===== src/logic/pwo_consts.svh =====
//==========================================================
// Widths, modulus and polynomial size for the PWO engine
// Include wherever ports or arithmetic are sized from them
//==========================================================

`ifndef PWO_CONSTS_SVH
`define PWO_CONSTS_SVH

// ML-DSA modulus, q = 2^23 - 2^13 + 1
`define PWO_Q       23'd8380417

// One coefficient and the lane that carries it in a memory word
`define PWO_COEF_W  23
`define PWO_LANE_W  24
`define PWO_LANES   4

// Memory addressing
`define PWO_ADDR_W  15

// 256 coefficients at four per word
`define PWO_WORDS   64
`define PWO_CNT_W   6

`endif


===== src/logic/pwo_mem_pkg.sv =====
//==========================================================
// Memory-side types: request opcode, request and data word
//==========================================================

`default_nettype none

`include "pwo_consts.svh"

package pwo_mem_pkg;

    // Request opcode on every memory port
    typedef enum logic [1:0] {
        idle  = 2'b00,
        read  = 2'b01,
        write = 2'b10
    } rw_op_t;

    typedef struct packed {
        rw_op_t                 rd_wr_en;
        logic [`PWO_ADDR_W-1:0] addr;
    } mem_req_t;

    // Pad bit sits above the coefficient and is always written as zero
    typedef struct packed {
        logic [`PWO_LANE_W-`PWO_COEF_W-1:0] pad;
        logic [`PWO_COEF_W-1:0]             coef;
    } pwo_lane_t;

    // Lane 0 in the low bits
    typedef pwo_lane_t [`PWO_LANES-1:0] pwo_word_t;

endpackage

`default_nettype wire


===== src/logic/pwo_ctrl_pkg.sv =====
//==========================================================
// Control-side types: mode, base addresses, configuration
// and the tag that follows each issued word
//==========================================================

`default_nettype none

`include "pwo_consts.svh"

package pwo_ctrl_pkg;

    typedef enum logic [1:0] {
        pwm = 2'b00,
        pwa = 2'b01,
        pws = 2'b10
    } pwo_mode_t;

    typedef struct packed {
        logic [`PWO_ADDR_W-1:0] a_base;
        logic [`PWO_ADDR_W-1:0] b_base;
        logic [`PWO_ADDR_W-1:0] c_base;
    } pwo_base_t;

    typedef struct packed {
        pwo_mode_t mode;
        logic      accumulate;
        pwo_base_t base;
    } pwo_cfg_t;

    // Travels with a read so the write side needs no address math
    typedef struct packed {
        logic                   valid;
        logic                   last;
        logic [`PWO_ADDR_W-1:0] wr_addr;
    } pwo_tag_t;

endpackage

`default_nettype wire


===== src/logic/pwo_addr_gen.sv =====
//==========================================================
// Word counter for the operand reads; issues only while the
// sampler has data and tags each issue with its write slot
//==========================================================

`default_nettype none

`include "pwo_consts.svh"

module pwo_addr_gen (
    input  logic                   clk,
    input  logic                   reset_n,
    input  logic                   zeroize_i,
    input  logic                   start_i,
    input  pwo_ctrl_pkg::pwo_cfg_t cfg_i,
    input  logic                   sampler_valid_i,
    output pwo_mem_pkg::mem_req_t  a_rd_req_o,
    output pwo_mem_pkg::mem_req_t  b_rd_req_o,
    output pwo_mem_pkg::mem_req_t  c_rd_req_o,
    output pwo_ctrl_pkg::pwo_tag_t tag_o
);

    logic                   active;
    logic [`PWO_CNT_W-1:0]  count;
    logic [`PWO_ADDR_W-1:0] offset;
    logic                   issue;
    logic                   last_word;
    logic                   read_c;

    assign issue     = active && sampler_valid_i;
    assign last_word = (count == (`PWO_WORDS - 1));
    assign offset    = {{(`PWO_ADDR_W - `PWO_CNT_W){1'b0}}, count};

    // Old c is only needed when accumulating a product
    assign read_c = (cfg_i.mode == pwo_ctrl_pkg::pwm) && cfg_i.accumulate;

    // Count holds on a stalled cycle and wraps to 0 after word 63
    always_ff @(posedge clk or negedge reset_n) begin
        if (!reset_n) begin
            active <= 1'b0;
            count  <= '0;
        end else if (zeroize_i) begin
            active <= 1'b0;
            count  <= '0;
        end else if (start_i) begin
            active <= 1'b1;
            count  <= '0;
        end else if (issue) begin
            count <= count + 1'b1;
            if (last_word) active <= 1'b0;
        end
    end

    always_comb begin
        a_rd_req_o.rd_wr_en = issue ? pwo_mem_pkg::read : pwo_mem_pkg::idle;
        a_rd_req_o.addr     = cfg_i.base.a_base + offset;
        b_rd_req_o.rd_wr_en = issue ? pwo_mem_pkg::read : pwo_mem_pkg::idle;
        b_rd_req_o.addr     = cfg_i.base.b_base + offset;
        c_rd_req_o.rd_wr_en = (issue && read_c) ? pwo_mem_pkg::read : pwo_mem_pkg::idle;
        c_rd_req_o.addr     = cfg_i.base.c_base + offset;

        tag_o.valid   = issue;
        tag_o.last    = issue && last_word;
        tag_o.wr_addr = cfg_i.base.c_base + offset;
    end

endmodule

`default_nettype wire


===== config.mk =====
export PLATFORM = sky130hd
export DESIGN_NAME = pwo_addr_gen
export DESIGN_NICKNAME = d
export VERILOG_FILES = /design/src/logic/pwo_mem_pkg.sv /design/src/logic/pwo_ctrl_pkg.sv /design/src/logic/pwo_addr_gen.sv
export VERILOG_INCLUDE_DIRS = /design/src /design/src/logic
export SDC_FILE = /design/constraint.sdc
export NUM_CORES = 1
export LEC_CHECK = 0
export ABC_AREA = 0
export BUFFER_PORTS_ARGS = -buffer_cell sky130_fd_sc_hd__buf_2
export CORE_MARGIN = 2
export CORE_UTILIZATION = 25
export DETAILED_ROUTE_END_ITERATION = 8
export GPL_TIMING_DRIVEN = 0
export MAX_ROUTING_LAYER = met4
export RECOVER_POWER = 100
export SLEW_MARGIN = 20
export SYNTH_ARGS = -nofsm -noshare
export SYNTH_HDL_FRONTEND = slang
export SYNTH_SLANG_ARGS = --single-unit

===== constraint.sdc =====
create_clock -name clk -period 2.4 [get_ports clk]
set_input_delay 0.48 -clock clk [delete_from_list [all_inputs] [get_ports clk]]
set_output_delay 0.48 -clock clk [all_outputs]
set_load 0.02 [all_outputs]

## Word level (Yosys, flattened, before mapping)

Index checks and enable logic that the tools add are counted.

- Output and inout port bits: 68
- Input port bits: 53
- Logic and storage cells: 24
- Bits in registers: 7

- Reductions and logical operators: 8
- Equality and inequality tests: 1
- Add/subtract/negate cells: 4
- Muxes and demuxes: 9

Operators by type and width:

| cell | count |
|---|---|
| adder 15 x 6 -> 15 bit | 3 |
| two-way mux 6 bit | 3 |
| adder 6 x 1 -> 6 bit, second input constant | 1 |
| equality test 6 bit, second input constant | 1 |
| two-way mux 1 bit | 6 |
| nonzero test 3 bit | 2 |
| logical AND 1 bit | 4 |
| zero test 2 bit | 1 |
| AND reduction 2 bit | 1 |

## Depth between registers and ports, before layout

- Word-level depth: 5
- Mapped depth: 9

## Worst setup path after synthesis

OpenSTA, ideal clock, no wires.

- Path type: input -> output
- Start: in cfg_i[0] (netlist name)
- End: out tag_o[8] (netlist name)
- Arrival time: 2.309 ns
- Stages: 9
- Data required time: 1.920 ns
- Path slack: -0.389 ns
- Cell sequence: ha_1 > inv_1 > fa_1 > nor2b_1 > o31a_1 > o21ai_0 > a21oi_1 > xor2_1 > buf_4

RTL lines:

| what | RTL line | text |
|---|---|---|
| start, declared | pwo_addr_gen.sv:15 | `input pwo_ctrl_pkg::pwo_cfg_t cfg_i,` |
| end, declared | pwo_addr_gen.sv:20 | `output pwo_ctrl_pkg::pwo_tag_t tag_o` |

==> Implementation_results.wiki <==
{| class="wikitable"
! Metric !! Value
|-
| Unrepaired setup endpoints after global routing || yes
|-
| Largest fanout on the critical path || 4
|-
| Static Leak || 1.557 nW
|-
| WP data required || 1920 ps
|-
| Synth-to-Final Area Change || 93.46%
|-
| Mapped Cells || 213
|-
| Hold Path Class || in2async
|-
| 1st-iter DRT viols || 33
|-
| Antenna cell count || 0
|-
| Vias after detailed routing || 2045
|-
| Antenna violations before repair || 0
|-
| Kind of start point of the critical path || flip-flop
|-
| Total DRC errors in the routed layout || 0
|-
| R2R setup slack || 870 ps
|-
| FF-to-FF End || active
|-
| Overflow left after global routing || 0
|-
| Number of vias per cell after detailed routing || 4.680
|-
| Final #Nets || 436
|-
| Overall die width || 86.08 µm
|-
| Area of the multi-input gates || 0.001769 mm²
|-
| Share of the cycle needed by the critical path after routing || 116.3%
|-
| Synthesized flop and latch total || 7
|-
| Avg Inst Size Synth || 7.907 µm²
|-
| Ratio of total power to cell area || 211.6 mW/mm²
|-
| Clock-pin slew reported for the worst setup and hold paths after clock tree synthesis || 40 ps
|-
| CTS H-tree depth || 1
|-
| Fraction of final layout cells with drive strength greater than 1 || 62.78%
|-
| Failing checks || negative setup slack
|-
| Overall routed net length || 5.538 mm
|-
| Cell variety after synth || 35
|-
| First-pass GRT wire length || 8.645 mm
|-
| Leading cell type in the layout, fill and taps excluded || sky130_fd_sc_hd__buf_2
|-
| Number of buffers created by CTS || 3
|-
| Number of global-route vias before repair || 1978
|-
| Detailed placer's ending HPWL || 4.093 mm
|-
| Crit Path Class || reg2out
|-
| Aggregate global-route resource usage || 14.60%
|-
| CTS tree || yes
|-
| Worst voltage drop across the vdd grid || 0.0003568 V
|-
| Port Buf Inserts || 117
|-
| Clock root cell || sky130_fd_sc_hd__clkbuf_8
|-
| Number of search-and-repair iterations in the first detailed-routing pass || 4
|-
| Worst Slack Setup Final || -390.6 ps
|-
| Count of antenna-violating nets left after detailed routing || 0
|-
| Max Freq || 358.3 MHz
|-
| Die outline height || 86.08 µm
|-
| Number of buffers on the longest clock path || 2
|-
| Final Wtd Congestion || 0.7967
|-
| Wire length per cell || 12.67 µm
|-
| Status || finished with violations
|-
| Final-report setup violation count || 45
|-
| Crit. Startpoint || count[0]
|-
| Maximum number of pins on one net before global-route repair || 9
|-
| Insertion delay to the later sink of the worst-skew pair || 220 ps
|-
| Synth Warn # || 0
|-
| Time the worst path needs with I/O delays and setup || 2791 ps
|-
| Core footprint || 0.006422 mm²
|-
| Post-synthesis sequential area ratio || 10.40%
|-
| Count of final hold-check violations || 0
|-
| Placed cell areas || 0.002575 mm²
|-
| Post-synth design cell area || 0.001684 mm²
|-
| Area of the die || 0.007409 mm²
|-
| Final Max Tran Viols || 0
|-
| FP Rows || 29
|-
| Top-level I/O count || 121
|-
| Design Power || 0.0006893 W
|-
| Count of max-cap constraint violations || 0
|-
| Setup skew after layout || 1.252 ps
|-
| Type of destination of the critical path || output pin
|-
| Starting density of the core || 26.22%
|-
| Worst R2R Start || count[1]
|-
| Combined flip-flop and latch cell area || 181.4 µm²
|-
| Fill count || 611
|-
| CTS sink count || 7
|-
| Final standard cell area without fillers || 0.003258 mm²
|-
| Post-place setup slack || -440.0 ps
|-
| Most frequent cells in the layout || sky130_fd_sc_hd__buf_2 (65), sky130_fd_sc_hd__buf_4 (54), sky130_fd_sc_hd__buf_6 (30)
|-
| Number of cells traversed by the worst register-to-register path || 6
|-
| Worst endpoint data arrival time || 2310 ps
|}
## report_power, final
group          leakage, nW  total [W]  switching [W]  internal, W
Combinational         1.45   0.000401       0.000212     0.000190
Sequential          0.0878   0.000123     0.00000235     0.000120
Clock               0.0228   0.000165      0.0000506     0.000115
Total                 1.56   0.000689       0.000264     0.000425
## synth_stat cells
cell type | count | share of area [%]
sky130_fd_sc_hd__or3_1 | 2 | 0.74
sky130_fd_sc_hd__and3_1 | 3 | 1.1
sky130_fd_sc_hd__or2_2 | 2 | 0.74
sky130_fd_sc_hd__buf_4 | 21 | 9.4
sky130_fd_sc_hd__o21ai_1 | 1 | 0.30
sky130_fd_sc_hd__and4b_1 | 2 | 1.2
sky130_fd_sc_hd__o21ai_0 | 10 | 3.0
sky130_fd_sc_hd__o41a_1 | 2 | 1.3
sky130_fd_sc_hd__fa_1 | 3 | 3.6
sky130_fd_sc_hd__nor2b_1 | 1 | 0.37
sky130_fd_sc_hd__a21o_1 | 5 | 2.2
sky130_fd_sc_hd__ha_1 | 19 | 14
sky130_fd_sc_hd__o21bai_1 | 2 | 0.89
sky130_fd_sc_hd__nand2_1 | 13 | 2.9
sky130_fd_sc_hd__dfrtp_1 | 7 | 10
sky130_fd_sc_hd__clkbuf_1 | 1 | 0.22
sky130_fd_sc_hd__nor2_1 | 22 | 4.9
sky130_fd_sc_hd__a21oi_2 | 2 | 1.0
sky130_fd_sc_hd__a211oi_1 | 5 | 2.2
sky130_fd_sc_hd__o311a_1 | 1 | 0.59
sky130_fd_sc_hd__a211oi_2 | 3 | 2.2
sky130_fd_sc_hd__xnor2_1 | 23 | 12
sky130_fd_sc_hd__a21oi_1 | 8 | 2.4
sky130_fd_sc_hd__xor2_1 | 15 | 7.8
sky130_fd_sc_hd__o21a_1 | 4 | 1.8
sky130_fd_sc_hd__nand3_2 | 2 | 1.2
sky130_fd_sc_hd__o311a_4 | 1 | 1.3
sky130_fd_sc_hd__nor4b_1 | 1 | 0.52
sky130_fd_sc_hd__inv_1 | 9 | 2.0
sky130_fd_sc_hd__nor3_1 | 5 | 1.5
sky130_fd_sc_hd__conb_1 | 1 | 0.22
sky130_fd_sc_hd__nand4_1 | 6 | 2.2
sky130_fd_sc_hd__o31a_1 | 1 | 0.52
sky130_fd_sc_hd__nand3_1 | 9 | 2.7
sky130_fd_sc_hd__and4_1 | 1 | 0.52
## routing by layer
layer	GRT usage, %	share of wire [%]	up-vias
met5	-	0	-
met4	0.8658	0.65	0
met3	1.732	4.3	2
met2	27.20	54	60
met1	17.52	41	960
li1	-	-	1023
## worst max path at each step
stage,depth (start not counted),end
final,10,tag_o[14]
after global routing,10,tag_o[14]
after CTS,10,tag_o[12]
after detailed placement,9,b_rd_req_o[14]
after global placement,9,a_rd_req_o[14]
after floorplan,9,tag_o[12]
## cells by family (layout without fill, tap and decap cells)
| family | count (synthesis) | in the layout | share of synthesized area [%] |
|---|---|---|---|
| other cells | 1 | 3 | 0.2227 |
| buf+inv | 31 | 176 | 11.59 |
| compound gates | 45 | 45 | 19.76 |
| simple gates | 69 | 69 | 20.58 |
| flops | 7 | 7 | 10.40 |
| xor+xnor | 38 | 38 | 19.76 |
| fa+ha+maj | 22 | 22 | 17.68 |
## sequential cells by signal (all words and copies together), names as in the netlist
signal,count
count,6
active,1
## per-stage QoR
stage	hold slack, ps	cells	TNS [ps]	util (%)
floorplan	184.4	215	-1165	-
global placement	326.3	409	-7311	40.09
detailed placement	327.8	409	-7753	40.09
CTS	85.93	433	-10060	48.28
global route	190.6	437	-15950	50.73
finish	158.3	437	-10850	50.73
## worst max-delay path: stages (launching register included)
cell and delay (ps):
sky130_fd_sc_hd__dfrtp_2 470, sky130_fd_sc_hd__ha_4 170, sky130_fd_sc_hd__inv_2 30, sky130_fd_sc_hd__fa_2 340, sky130_fd_sc_hd__nor2b_2 130, sky130_fd_sc_hd__o31a_1 190
sky130_fd_sc_hd__o311a_4 250, sky130_fd_sc_hd__nand3_4 110, sky130_fd_sc_hd__xnor2_4 180, sky130_fd_sc_hd__buf_6 110, sky130_fd_sc_hd__buf_6 100
## area by class of cell
cell class | instances | area share (%)
buffer | 22 | 5.530
clock buffer | 4 | 1.382
inverter | 9 | 1.037
multi-input combinational | 177 | 54.30
sequential | 7 | 5.568
tap | 77 | 2.957
timing repair buffer | 141 | 29.22
## repair_timing
action	in CTS	in global routing
gates cloned	0	0
gates resized for setup	85	40
pin swaps	34	20
hold buffers	0	0
endpoints found under the setup margin	46	45
setup buffers	20	7
Power figures use the tool's default switching activity.
