<file path="config.mk">
export PLATFORM = sky130hd
export DESIGN_NAME = pwo_cfg_regs
export DESIGN_NICKNAME = d
export VERILOG_FILES = /design/src/logic/pwo_ctrl_pkg.sv /design/src/logic/pwo_cfg_regs.sv
export VERILOG_INCLUDE_DIRS = /design/src /design/src/logic
export SDC_FILE = /design/constraint.sdc
export NUM_CORES = 1
export LEC_CHECK = 0
export BUFFER_PORTS_ARGS = -buffer_cell sky130_fd_sc_hd__buf_2
export CORE_ASPECT_RATIO = 1.25
export CORE_MARGIN = 3
export CORE_UTILIZATION = 50
export CTS_BUF_LIST = sky130_fd_sc_hd__clkbuf_16
export DETAILED_ROUTE_END_ITERATION = 16
export GPL_TIMING_DRIVEN = 0
export HOLD_SLACK_MARGIN = 0.1
export PLACE_DENSITY = 0.91
export SYNTH_ARGS = -nofsm -noshare
export SYNTH_HDL_FRONTEND = slang
export SYNTH_SLANG_ARGS = --single-unit
</file>
<file path="constraint.sdc">
create_clock -name clk -period 2 [get_ports clk]
set_input_delay 0.4 -clock clk [delete_from_list [all_inputs] [get_ports clk]]
set_output_delay 0.4 -clock clk [all_outputs]
set_load 0.01 [all_outputs]
</file>
<file path="src/logic/pwo_consts.svh">
//==========================================================
// Widths, modulus and polynomial size for the PWO engine
// Include wherever ports or arithmetic are sized from them
//==========================================================

`ifndef PWO_CONSTS_SVH
`define PWO_CONSTS_SVH

// ML-DSA modulus, q = 2^23 - 2^13 + 1
`define PWO_Q       23'd8380417

// One coefficient and the lane that carries it in a memory word
`define PWO_COEF_W  23
`define PWO_LANE_W  24
`define PWO_LANES   4

// Memory addressing
`define PWO_ADDR_W  15

// 256 coefficients at four per word
`define PWO_WORDS   64
`define PWO_CNT_W   6

`endif

</file>
<file path="src/logic/pwo_ctrl_pkg.sv">
//==========================================================
// Control-side types: mode, base addresses, configuration
// and the tag that follows each issued word
//==========================================================

`default_nettype none

`include "pwo_consts.svh"

package pwo_ctrl_pkg;

    typedef enum logic [1:0] {
        pwm = 2'b00,
        pwa = 2'b01,
        pws = 2'b10
    } pwo_mode_t;

    typedef struct packed {
        logic [`PWO_ADDR_W-1:0] a_base;
        logic [`PWO_ADDR_W-1:0] b_base;
        logic [`PWO_ADDR_W-1:0] c_base;
    } pwo_base_t;

    typedef struct packed {
        pwo_mode_t mode;
        logic      accumulate;
        pwo_base_t base;
    } pwo_cfg_t;

    // Travels with a read so the write side needs no address math
    typedef struct packed {
        logic                   valid;
        logic                   last;
        logic [`PWO_ADDR_W-1:0] wr_addr;
    } pwo_tag_t;

endpackage

`default_nettype wire

</file>
<file path="src/logic/pwo_cfg_regs.sv">
//==========================================================
// Four-phase req/ack handshake and configuration latch;
// issues the start pulse and holds cfg for the whole run
//==========================================================

`default_nettype none

module pwo_cfg_regs (
    input  logic                   clk,
    input  logic                   reset_n,
    input  logic                   zeroize_i,
    input  logic                   req_i,
    input  pwo_ctrl_pkg::pwo_cfg_t cfg_i,
    input  logic                   last_wr_i,
    output pwo_ctrl_pkg::pwo_cfg_t cfg_o,
    output logic                   start_o,
    output logic                   busy_o,
    output logic                   ack_o
);

    typedef enum logic [1:0] {
        st_idle,
        st_busy,
        st_ack
    } state_t;

    state_t                 state;
    state_t                 state_nxt;
    pwo_ctrl_pkg::pwo_cfg_t cfg_q;
    logic                   start_q;
    logic                   accept;

    // req is only taken in idle, where ack is low
    assign accept = (state == st_idle) && req_i;

    always_comb begin
        state_nxt = state;
        case (state)
            st_idle: if (req_i) state_nxt = st_busy;
            st_busy: if (last_wr_i) state_nxt = st_ack;
            // Ack held until the host releases req
            st_ack:  if (!req_i) state_nxt = st_idle;
            default: state_nxt = st_idle;
        endcase
    end

    always_ff @(posedge clk or negedge reset_n) begin
        if (!reset_n) begin
            state   <= st_idle;
            start_q <= 1'b0;
            cfg_q   <= '0;
        end else if (zeroize_i) begin
            state   <= st_idle;
            start_q <= 1'b0;
            cfg_q   <= '0;
        end else begin
            state   <= state_nxt;
            start_q <= accept;
            if (accept) cfg_q <= cfg_i;
        end
    end

    assign cfg_o   = cfg_q;
    assign start_o = start_q;
    assign busy_o  = (state == st_busy);
    assign ack_o   = (state == st_ack);

endmodule

`default_nettype wire

</file>
* After elaboration in Yosys (flattened, before gate mapping) *
Index checks and enable logic that the tools add are counted.

cells by class
  equal/unequal tests = 5
  mux-type cells = 8
  reduce and logical (&&, ||, !) cells = 4

operators by type and width
  cell                                           count
  two-way mux 48 bit                             2
  != test 3 bit, second input constant           3
  two-way mux 2 bit                              4
  one-hot mux 2 bit (3 select lines)             1
  AND reduction 3 bit                            1
  == test 2 x 1 -> 1 bit, second input constant  1
  == test 2 bit, second input constant           1
  zero test 2 bit                                1
  nonzero test 2 bit                             1
  logical AND 1 bit                              1
  two-way mux 1 bit                              1

storage, ports and cells
  bits in registers = 51
  output and inout port bits = 51

* Depth between registers and ports, before layout *
Gate-level depths: netlist of run 1.

  depth after elaboration = 4
  mapped depth = 5

* Least setup slack after synthesis of run 1 *
OpenSTA, ideal clock, no wires.

  path kind = register to register
  start = register state[0]
  end = register cfg_q (netlist bit cfg_o[11])
  library setup time = 0.079 ns
  arrival time = 1.239 ns
  data required time = 1.921 ns
  slack = 0.681 ns
  stages on the path, launching flop included = 6
  path buffers = 3
  clock period less this slack = 1.319 ns
  cells stage by stage = dfrtp_1 > buf_2 > nor3b_2 > buf_6 > buf_8 > mux2i_1

on the way
  longest elaborated chain between the ends = 3

ends and longest elaborated chain
  what                                 line                RTL
  start: declaration                   pwo_cfg_regs.sv:27  state_t state;
  start signal: assignment             pwo_cfg_regs.sv:49  state <= st_idle;
  start signal: assignment             pwo_cfg_regs.sv:53  state <= st_idle;
  start signal: assignment             pwo_cfg_regs.sv:57  state <= state_nxt;
  zero test 2 bit                      pwo_cfg_regs.sv:34  assign accept = (state == st_idle) && req_i;
  logical AND 1 bit                    pwo_cfg_regs.sv:34
  nonzero test 2 bit (no source line)  --
  end signal: assignment               pwo_cfg_regs.sv:59  if (accept) cfg_q <= cfg_i;
  end: declaration                     pwo_cfg_regs.sv:29  pwo_ctrl_pkg::pwo_cfg_t cfg_q;

Every way passes these cells.
A chain may end at the register's enable or synchronous reset.

* Worst setup path in the final report of run 1 *
  start = register state[0]
  end = register cfg_q (netlist bit cfg_o[18])

The elaborated chain is that of the path after synthesis.

==> key figures, run 1 <==
Synthesis
  • XOR/XNOR Fraction of Synth Area: 0%
  • Synth Warn #: 0
  • Synth top area share: 50.50%
  • Sequential fraction of the synthesis area: 50.50%
  • Cells after Synth: 221
  • Mux contribution to synthesized area: 19.01%
  • Synth cell types: 15
  • Compound-Gate Fraction of Synth Area: 0.5446%
  • Post-synthesis sequential element count: 51
  • Post-Synth Simple-Gate Area: 25.84%
  • Largest cells by area after synthesis: dfrtp_1, nand2b_1, mux2i_1
  • Largest family of logic cells by synthesized area: simple AND/OR/NAND/NOR gates
  • Post-Syn Nets: 274
  • Adder-Cell Fraction of Synth Area: 0%
  • Avg Inst Size Synth: 11.44 um2
  • Synthesized area: 2527 um2
  • Post-synthesis cell type with the largest combined area: dfrtp_1

Critical path
  • Critical Path Start Type: flop
  • Critical Path AT: 1.70 ns
  • Crit. End Element: flop
  • WS Path Type: reg2reg
  • Crit path buf inv count: 3
  • Slowest cell delay on critical path: 0.35 ns
  • Req. time, crit path: 2.20 ns
  • CP Depth: 5
  • Worst r2r path cells: 5
  • Crit-path leading delay family: buffers and inverters
  • Worst-path cell chain: buf_2, nor3b_2, buf_6, buf_8, mux2i_1
  • Cell at the slowest stage of the critical path: dfrtp_1
  • Crit path max fanout: 10

Clocking
  • CTS Sinks: 51
  • Post-CTS resize count: 0
  • Cts hold-fix bufs: 0
  • Post CTS Setup Buffer Count: 0
  • Clk_lat worst skew: 0.28 ns
  • CTS H-tree lvls: 2
  • CTS tree: done
  • CTS buffer count: 5
  • CTS Root Cell: clkbuf_16
  • Worst-case clock buffer depth: 2
  • Clk slew on worst S/H paths: 0.07 ns

Route
  • Routed vias: 1917
  • Length of routed wiring on met1: 2.130 mm
  • Vias per cell: 4.903
  • DR pass1 iterations: 4
  • Max Used Layer: met4
  • Initial DRC Count: 127
  • Met3 WL post-DR: 455 um
  • # DRC: 0
  • Final antenna-violating net count: 0
  • WL/cell: 13.47 um
  • Wirelength, routed: 5.266 mm
  • Met2 wire length: 2.657 mm

Placed design
  • PortBufs: 102
  • GPL Wtd Cong: 0.7494
  • Placed Instance Area: 3113 um2
  • Estimated wirelength of the detail-placed design: 3.891 mm

Power
  • Worst ir drop on vdd: 0.5283 mV
  • Pwr per Cell Area: 800.5 nW/um2
  • Pleak: 1.721 nW

Global route
  • GRT overflow: 0
  • Largest net degree at the start of global routing: 52
  • GR Util All Layers: 19.14%
  • Initial antenna violation count: 0
  • Vias in the first global route: 2083
  • First-pass GRT wire length: 9.377 mm

STA
  • Worst slew pin tran: 1.120 ns
  • Fmax: 0.6651 GHz
  • Max-slew violation count: 0
  • Fin. Hold Viols: 0
  • Setup-failing EPs final: 0
  • Tcrit/Tclk final: 75.17%
  • Final Skew: 0.002736 ns
  • Slew margin rel.: 25.34%
  • Setup TNS Final: 0 ns
  • Crit path time final: 1.503 ns
  • RSZ-0062 raised after global routing: no

Floorplanning
  • Die height: 85.49 um
  • Die area: 5949 um2
  • Die Wd: 69.59 um
  • Starting Density: 52.66%
  • Ports: 104
  • Number of cell rows: 28
  • Core area: 4800 um2

Final layout
  • Area growth syn-to-layout: 30.64%
  • Fraction of layout cells with a size suffix above 1: 35.35%
  • Register area: 1276 um2
  • Fin area: 3302 um2
  • Post-layout net count: 383
  • Fillcell total: 381
  • Multi-input gate area: 1147 um2
  • Ant diodes: 0

Flow run
  • Max_cap viols: 0

Hold path
  • HP Class: in2async

Outcome
  • Run status: finished, final reports clean
worst register-to-register path, stage by stage (launching register included):
cell and delay [ns]:
dfrtp_1 0.35, buf_2 0.16, nor3b_2 0.28, buf_6 0.23
buf_8 0.18, mux2i_1 0.22
stage by stage:
stage	util (%)	instances	worst slack, ns	hold WS, ns	total power (W)
floorplan	-	221	0.6812	0.1044	0.001411
CTS	68.80	391	0.4636	0.3315	0.002674
global placement	64.86	383	0.3665	0.5235	0.001588
global route	68.80	391	0.3747	0.3545	0.002769
finish	68.80	391	0.4965	0.3352	0.002643
detailed placement	64.86	383	0.3513	0.5318	0.001601
final timing paths:
path,to,slack [ns],startpoint
max,cfg_o[18],0.50,state[0]
min,cfg_o[5],0.34,reset_n
max reg2reg,cfg_o[18],0.50,state[0]
min reg2reg,cfg_o[15],0.54,cfg_o[15]
max in group asynchronous,cfg_o[28],0.99,reset_n
min in group clk,state[0],0.34,last_wr_i
sequential cells by signal, indices dropped and copies added, names as in the netlist:
name and flops:
cfg_o 48, state 2, start_o 1
cells in the mapped netlist:
master	number
buf_2	2
dfrtp_1	51
clkbuf_1	10
buf_4	2
a21oi_1	1
nand3b_1	2
nor3b_2	1
nor2_1	1
buf_8	2
mux2i_1	48
a2111oi_0	1
nand2b_1	96
nor2b_1	2
nor4b_1	1
buf_6	1
layout by cell type (no fill, tap or decap):
master	n
a2111oi_0	1
a21oi_1	1
buf_2	104
buf_4	2
buf_6	1
buf_8	2
bufinv_16	2
clkbuf_1	10
clkbuf_16	5
dfrtp_1	51
inv_1	1
mux2i_1	48
nand2b_1	96
nand3b_1	2
nor2_1	1
nor2b_1	2
nor3b_2	1
nor4b_1	1
power breakdown:
group	switching, W	internal, W	total, W
clock	0.000359	0.000712	0.00107
combinational	0.000215	0.000215	0.000430
sequential	0.0000388	0.00110	0.00114
cells by family (layout without fill, tap and decap cells):
kind of cell           count (synthesis)  in the layout
AO/OA/AOI/OAI                          2              2
flip-flops                            51             51
multiplexers                          48             48
buffers and inverters                 17            127
AND/OR/NAND/NOR                      103            103
area by class of cell:
type	instances	area share [%]
Clock buffer	5	3.789
Buffer	17	3.145
Sequential cell	51	38.65
Clock inverter	3	1.933
Multi-Input combinational cell	153	34.75
Timing Repair Buffer	102	15.46
Tap cell	60	2.274
routing by layer:
| layer | GRT usage, % | vias up |
|---|---|---|
| li1 | - | 925 |
| met1 | 24.50 | 921 |
| met2 | 32.29 | 69 |
| met3 | 5.744 | 2 |
| met4 | 4.263 | 0 |
| met5 | 0 | - |
Note: power is estimated with default switching activity, not from simulation.
==> run 2, diff against run 1 <==
--- a/config.mk
+++ b/config.mk
@@ -9,12 +9,12 @@
 export BUFFER_PORTS_ARGS = -buffer_cell sky130_fd_sc_hd__buf_2
 export CORE_ASPECT_RATIO = 1.25
 export CORE_MARGIN = 3
-export CORE_UTILIZATION = 50
+export CORE_UTILIZATION = 43
 export CTS_BUF_LIST = sky130_fd_sc_hd__clkbuf_16
 export DETAILED_ROUTE_END_ITERATION = 16
 export GPL_TIMING_DRIVEN = 0
 export HOLD_SLACK_MARGIN = 0.1
-export PLACE_DENSITY = 0.91
+export PLACE_DENSITY = 0.84
 export SYNTH_ARGS = -nofsm -noshare
 export SYNTH_HDL_FRONTEND = slang
 export SYNTH_SLANG_ARGS = --single-unit
==> constraint.sdc (replaced) <==
create_clock -name clk -period 1.3 [get_ports clk]
set_input_delay 0.26 -clock clk [delete_from_list [all_inputs] [get_ports clk]]
set_output_delay 0.26 -clock clk [all_outputs]
set_load 0.01 [all_outputs]
==> run 2 against run 1 <==
The flow now finishes with violations (negative setup slack). Largest power group unchanged. Wire length is 9.5% higher. Clock skew hardly changed. Register-to-register slack worse by 0.51 ns. Clock power is 18% higher. Global-route usage is 1.8 points lower. Non-clock buffer count is 7 higher. Critical endpoint unchanged. Worst hold slack worse by 0.15 ns. Design area is 2.5% higher. Largest cell class unchanged. Setup slack worse by 0.51 ns. Sequential share of layout area is 0.88 points lower.
==> key figures, run 2 (synthesis results as in run 1) <==
Global route
  • GRT overflow: 0 (unchanged)
  • Vias in the first global route: 2030 (was 2083)
  • Initial antenna violation count: 0 (unchanged)
  • Largest net degree at the start of global routing: 52 (unchanged)
  • GR Util All Layers: 17.32% (was 19.14%)
  • First-pass GRT wire length: 9.328 mm (was 9.377 mm)

Final layout
  • Final Util: 60.95% (was 68.80%)
  • Ant diodes: 0 (unchanged)
  • Post-layout net count: 390 (was 383)
  • Commonest non-fill, non-tap cells in the layout: buf_2, nand2b_1, dfrtp_1 (unchanged)
  • Finished Layout Cells: 402 (was 391)
  • Area growth syn-to-layout: 33.96% (was 30.64%)
  • Fraction of layout cells with a size suffix above 1: 38.17% (was 35.35%)
  • Fillcell total: 456 (was 381)
  • Max FFs per register: 48 (unchanged)
  • Most common cell after layout, fill and taps aside: buf_2 (unchanged)

Route
  • Wirelength, routed: 5.766 mm (was 5.266 mm)
  • WL/cell: 14.34 um (was 13.47 um)
  • DR pass1 iterations: 4 (unchanged)
  • Initial DRC Count: 68 (was 127)
  • Vias per cell: 4.900 (was 4.903)
  • Routed vias: 1970 (was 1917)
  • # DRC: 0 (unchanged)
  • Final antenna-violating net count: 0 (unchanged)

STA
  • Worst slew pin tran: 1.141 ns (was 1.120 ns)
  • Slew margin rel.: 23.96% (was 25.34%)
  • Crit path time final: 1.315 ns (was 1.503 ns)
  • RSZ-0062 raised after global routing: yes (was no)
  • Max-slew violation count: 0 (unchanged)
  • Setup ws final: -0.01496 ns (was 0.4965 ns)
  • Tcrit/Tclk final: 101.2% (was 75.17%)
  • Fmax: 0.7605 GHz (was 0.6651 GHz)
  • Final Skew: 0.002348 ns (was 0.002736 ns)
  • Fin. Hold Viols: 0 (unchanged)
  • Setup-failing EPs final: 3 (was 0)

Flow run
  • Max_cap viols: 0 (unchanged)

Floorplanning
  • Core area: 5555 um2 (was 4800 um2)
  • Ports: 104 (unchanged)
  • Die area: 6839 um2 (was 5949 um2)
  • Starting Density: 45.50% (was 52.66%)
  • Die Wd: 74.57 um (was 69.59 um)
  • Die height: 91.72 um (was 85.49 um)
  • Number of cell rows: 30 (was 28)

Critical path
  • Reg2reg setup slack: -0.01 ns (was 0.50 ns)
  • Crit path max fanout: 10 (unchanged)
  • WS Path Type: reg2reg (unchanged)
  • Crit-path leading delay family: flip-flops (was buffers and inverters)
  • Critical Path AT: 1.52 ns (was 1.70 ns)
  • Cell at the slowest stage of the critical path: dfrtp_2 (was dfrtp_1)
  • Req. time, crit path: 1.50 ns (was 2.20 ns)
  • Slowest cell delay on critical path: 0.44 ns (was 0.35 ns)
  • Crit path buf inv count: 2 (was 3)
  • Critical Path Start Type: flop (unchanged)
  • Crit. End Element: flop (unchanged)
  • Worst-path cell chain: nor3b_4, buf_6, buf_12, mux2i_2 (was buf_2, nor3b_2, buf_6, buf_8, mux2i_1)

Clocking
  • CTS tree: done (unchanged)
  • Worst-case clock buffer depth: 2 (unchanged)
  • CTS buffer count: 5 (unchanged)
  • CTS H-tree lvls: 2 (unchanged)
  • CTS Root Cell: clkbuf_16 (unchanged)
  • Clk_lat worst skew: 0.28 ns (about the same)
  • Clk slew on worst S/H paths: 0.07 ns (about the same)
  • CTS Sinks: 51 (unchanged)

Outcome
  • Violated checks: negative setup slack
  • Run status: finished with violations (was finished, final reports clean)

Placed design
  • PortBufs: 102 (unchanged)
  • GPL Wtd Cong: 0.7453 (was 0.7494)
  • Estimated wirelength of the detail-placed design: 3.989 mm (was 3.891 mm)
  • Placed Cells incl. Taps: 387 (was 383)

Power
  • Pleak: 1.740 nW (was 1.721 nW)
  • Pwr per Cell Area: 1112 nW/um2 (was 800.5 nW/um2)
  • Worst ir drop on vdd: 0.5997 mV (was 0.5283 mV)

Hold path
  • HP Class: in2reg (was in2async)
==> run 2: cell count changes in the layout (fill, tap and decap cells not counted), moves of 2 or more <==
cell	delta
bufinv_16	-2
buf_12	+2
dfrtp_1	-2
mux2i_1	-4
dfrtp_2	+2
clkinv_1	+2
mux2i_2	+4
buf_4	+4
==> run 2: routing by layer <==
metal / track usage [%] / part of all wire [%] / up-vias
met5: 0 / 0 / -
met1: 19.66 / 40 / 941
li1: - / - / 949
met3: 3.838 / 6.9 / 6
met4: 5.045 / 0.95 / 0
met2: 31.45 / 52 / 74
==> run 2: cell type report <==
class	instances	area [um2]	area share, %
multi-input cells	153	1169	34.52
well taps	64	80.08	2.365
clock buffers	5	125.1	3.695
flip-flops and latches	51	1279	37.77
plain buffers	16	123.9	3.659
repair buffers	110	594.3	17.55
clock inverters	3	15.01	0.4435
==> run 2: worst paths after layout <==
kind | start | endpoint | depth (start not counted)
worst max-delay path | state[1] | cfg_o[18] | 4
worst min-delay path | last_wr_i | state[0] | 2
worst max register to register | state[1] | cfg_o[18] | 4
worst min register to register | state[1] | state[0] | 1
max in group asynchronous | reset_n | state[1] | 1
min in group asynchronous | reset_n | cfg_o[20] | 1
==> run 2: stage by stage <==
step           worst slack, ns  area (um2)  total power [W]  hold slack, ns  TNS [ns]
3_5_place_dp           -0.2373        3118         0.002465          0.4825    -6.097
4_1_cts               -0.04488        3356         0.003800          0.1780   -0.2096
5_1_grt               -0.07241        3386         0.003953          0.1825    -1.627
3_3_place_gp           -0.1723        3118         0.002447          0.4727    -4.105
6_report              -0.01496        3386         0.003766          0.1825  -0.02272
2_1_floorplan        0.0009084        2527         0.002171        -0.03559         0
==> run 2: worst register-to-register path, stage by stage, from the launching register on <==
cell and delay (ns):
dfrtp_2 0.44, nor3b_4 0.23, buf_6 0.19, buf_12 0.15
mux2i_2 0.22
==> run 2: timing repair <==
action                                  in CTS  in global routing
hold buffers                                 0                  0
buffers inserted                             5                  2
pin swaps                                    1                  1
endpoints found under the setup margin      49                 49
resized for setup                           11                  4
gates cloned                                 1                  0
==> run 2: report_power, final <==
group	switching (W)	total, W	internal (W)
Clock	0.000561	0.00126	0.000701
Combinational	0.000351	0.000740	0.000390
Sequential	0.0000655	0.00176	0.00170
Total	0.000977	0.00377	0.00279
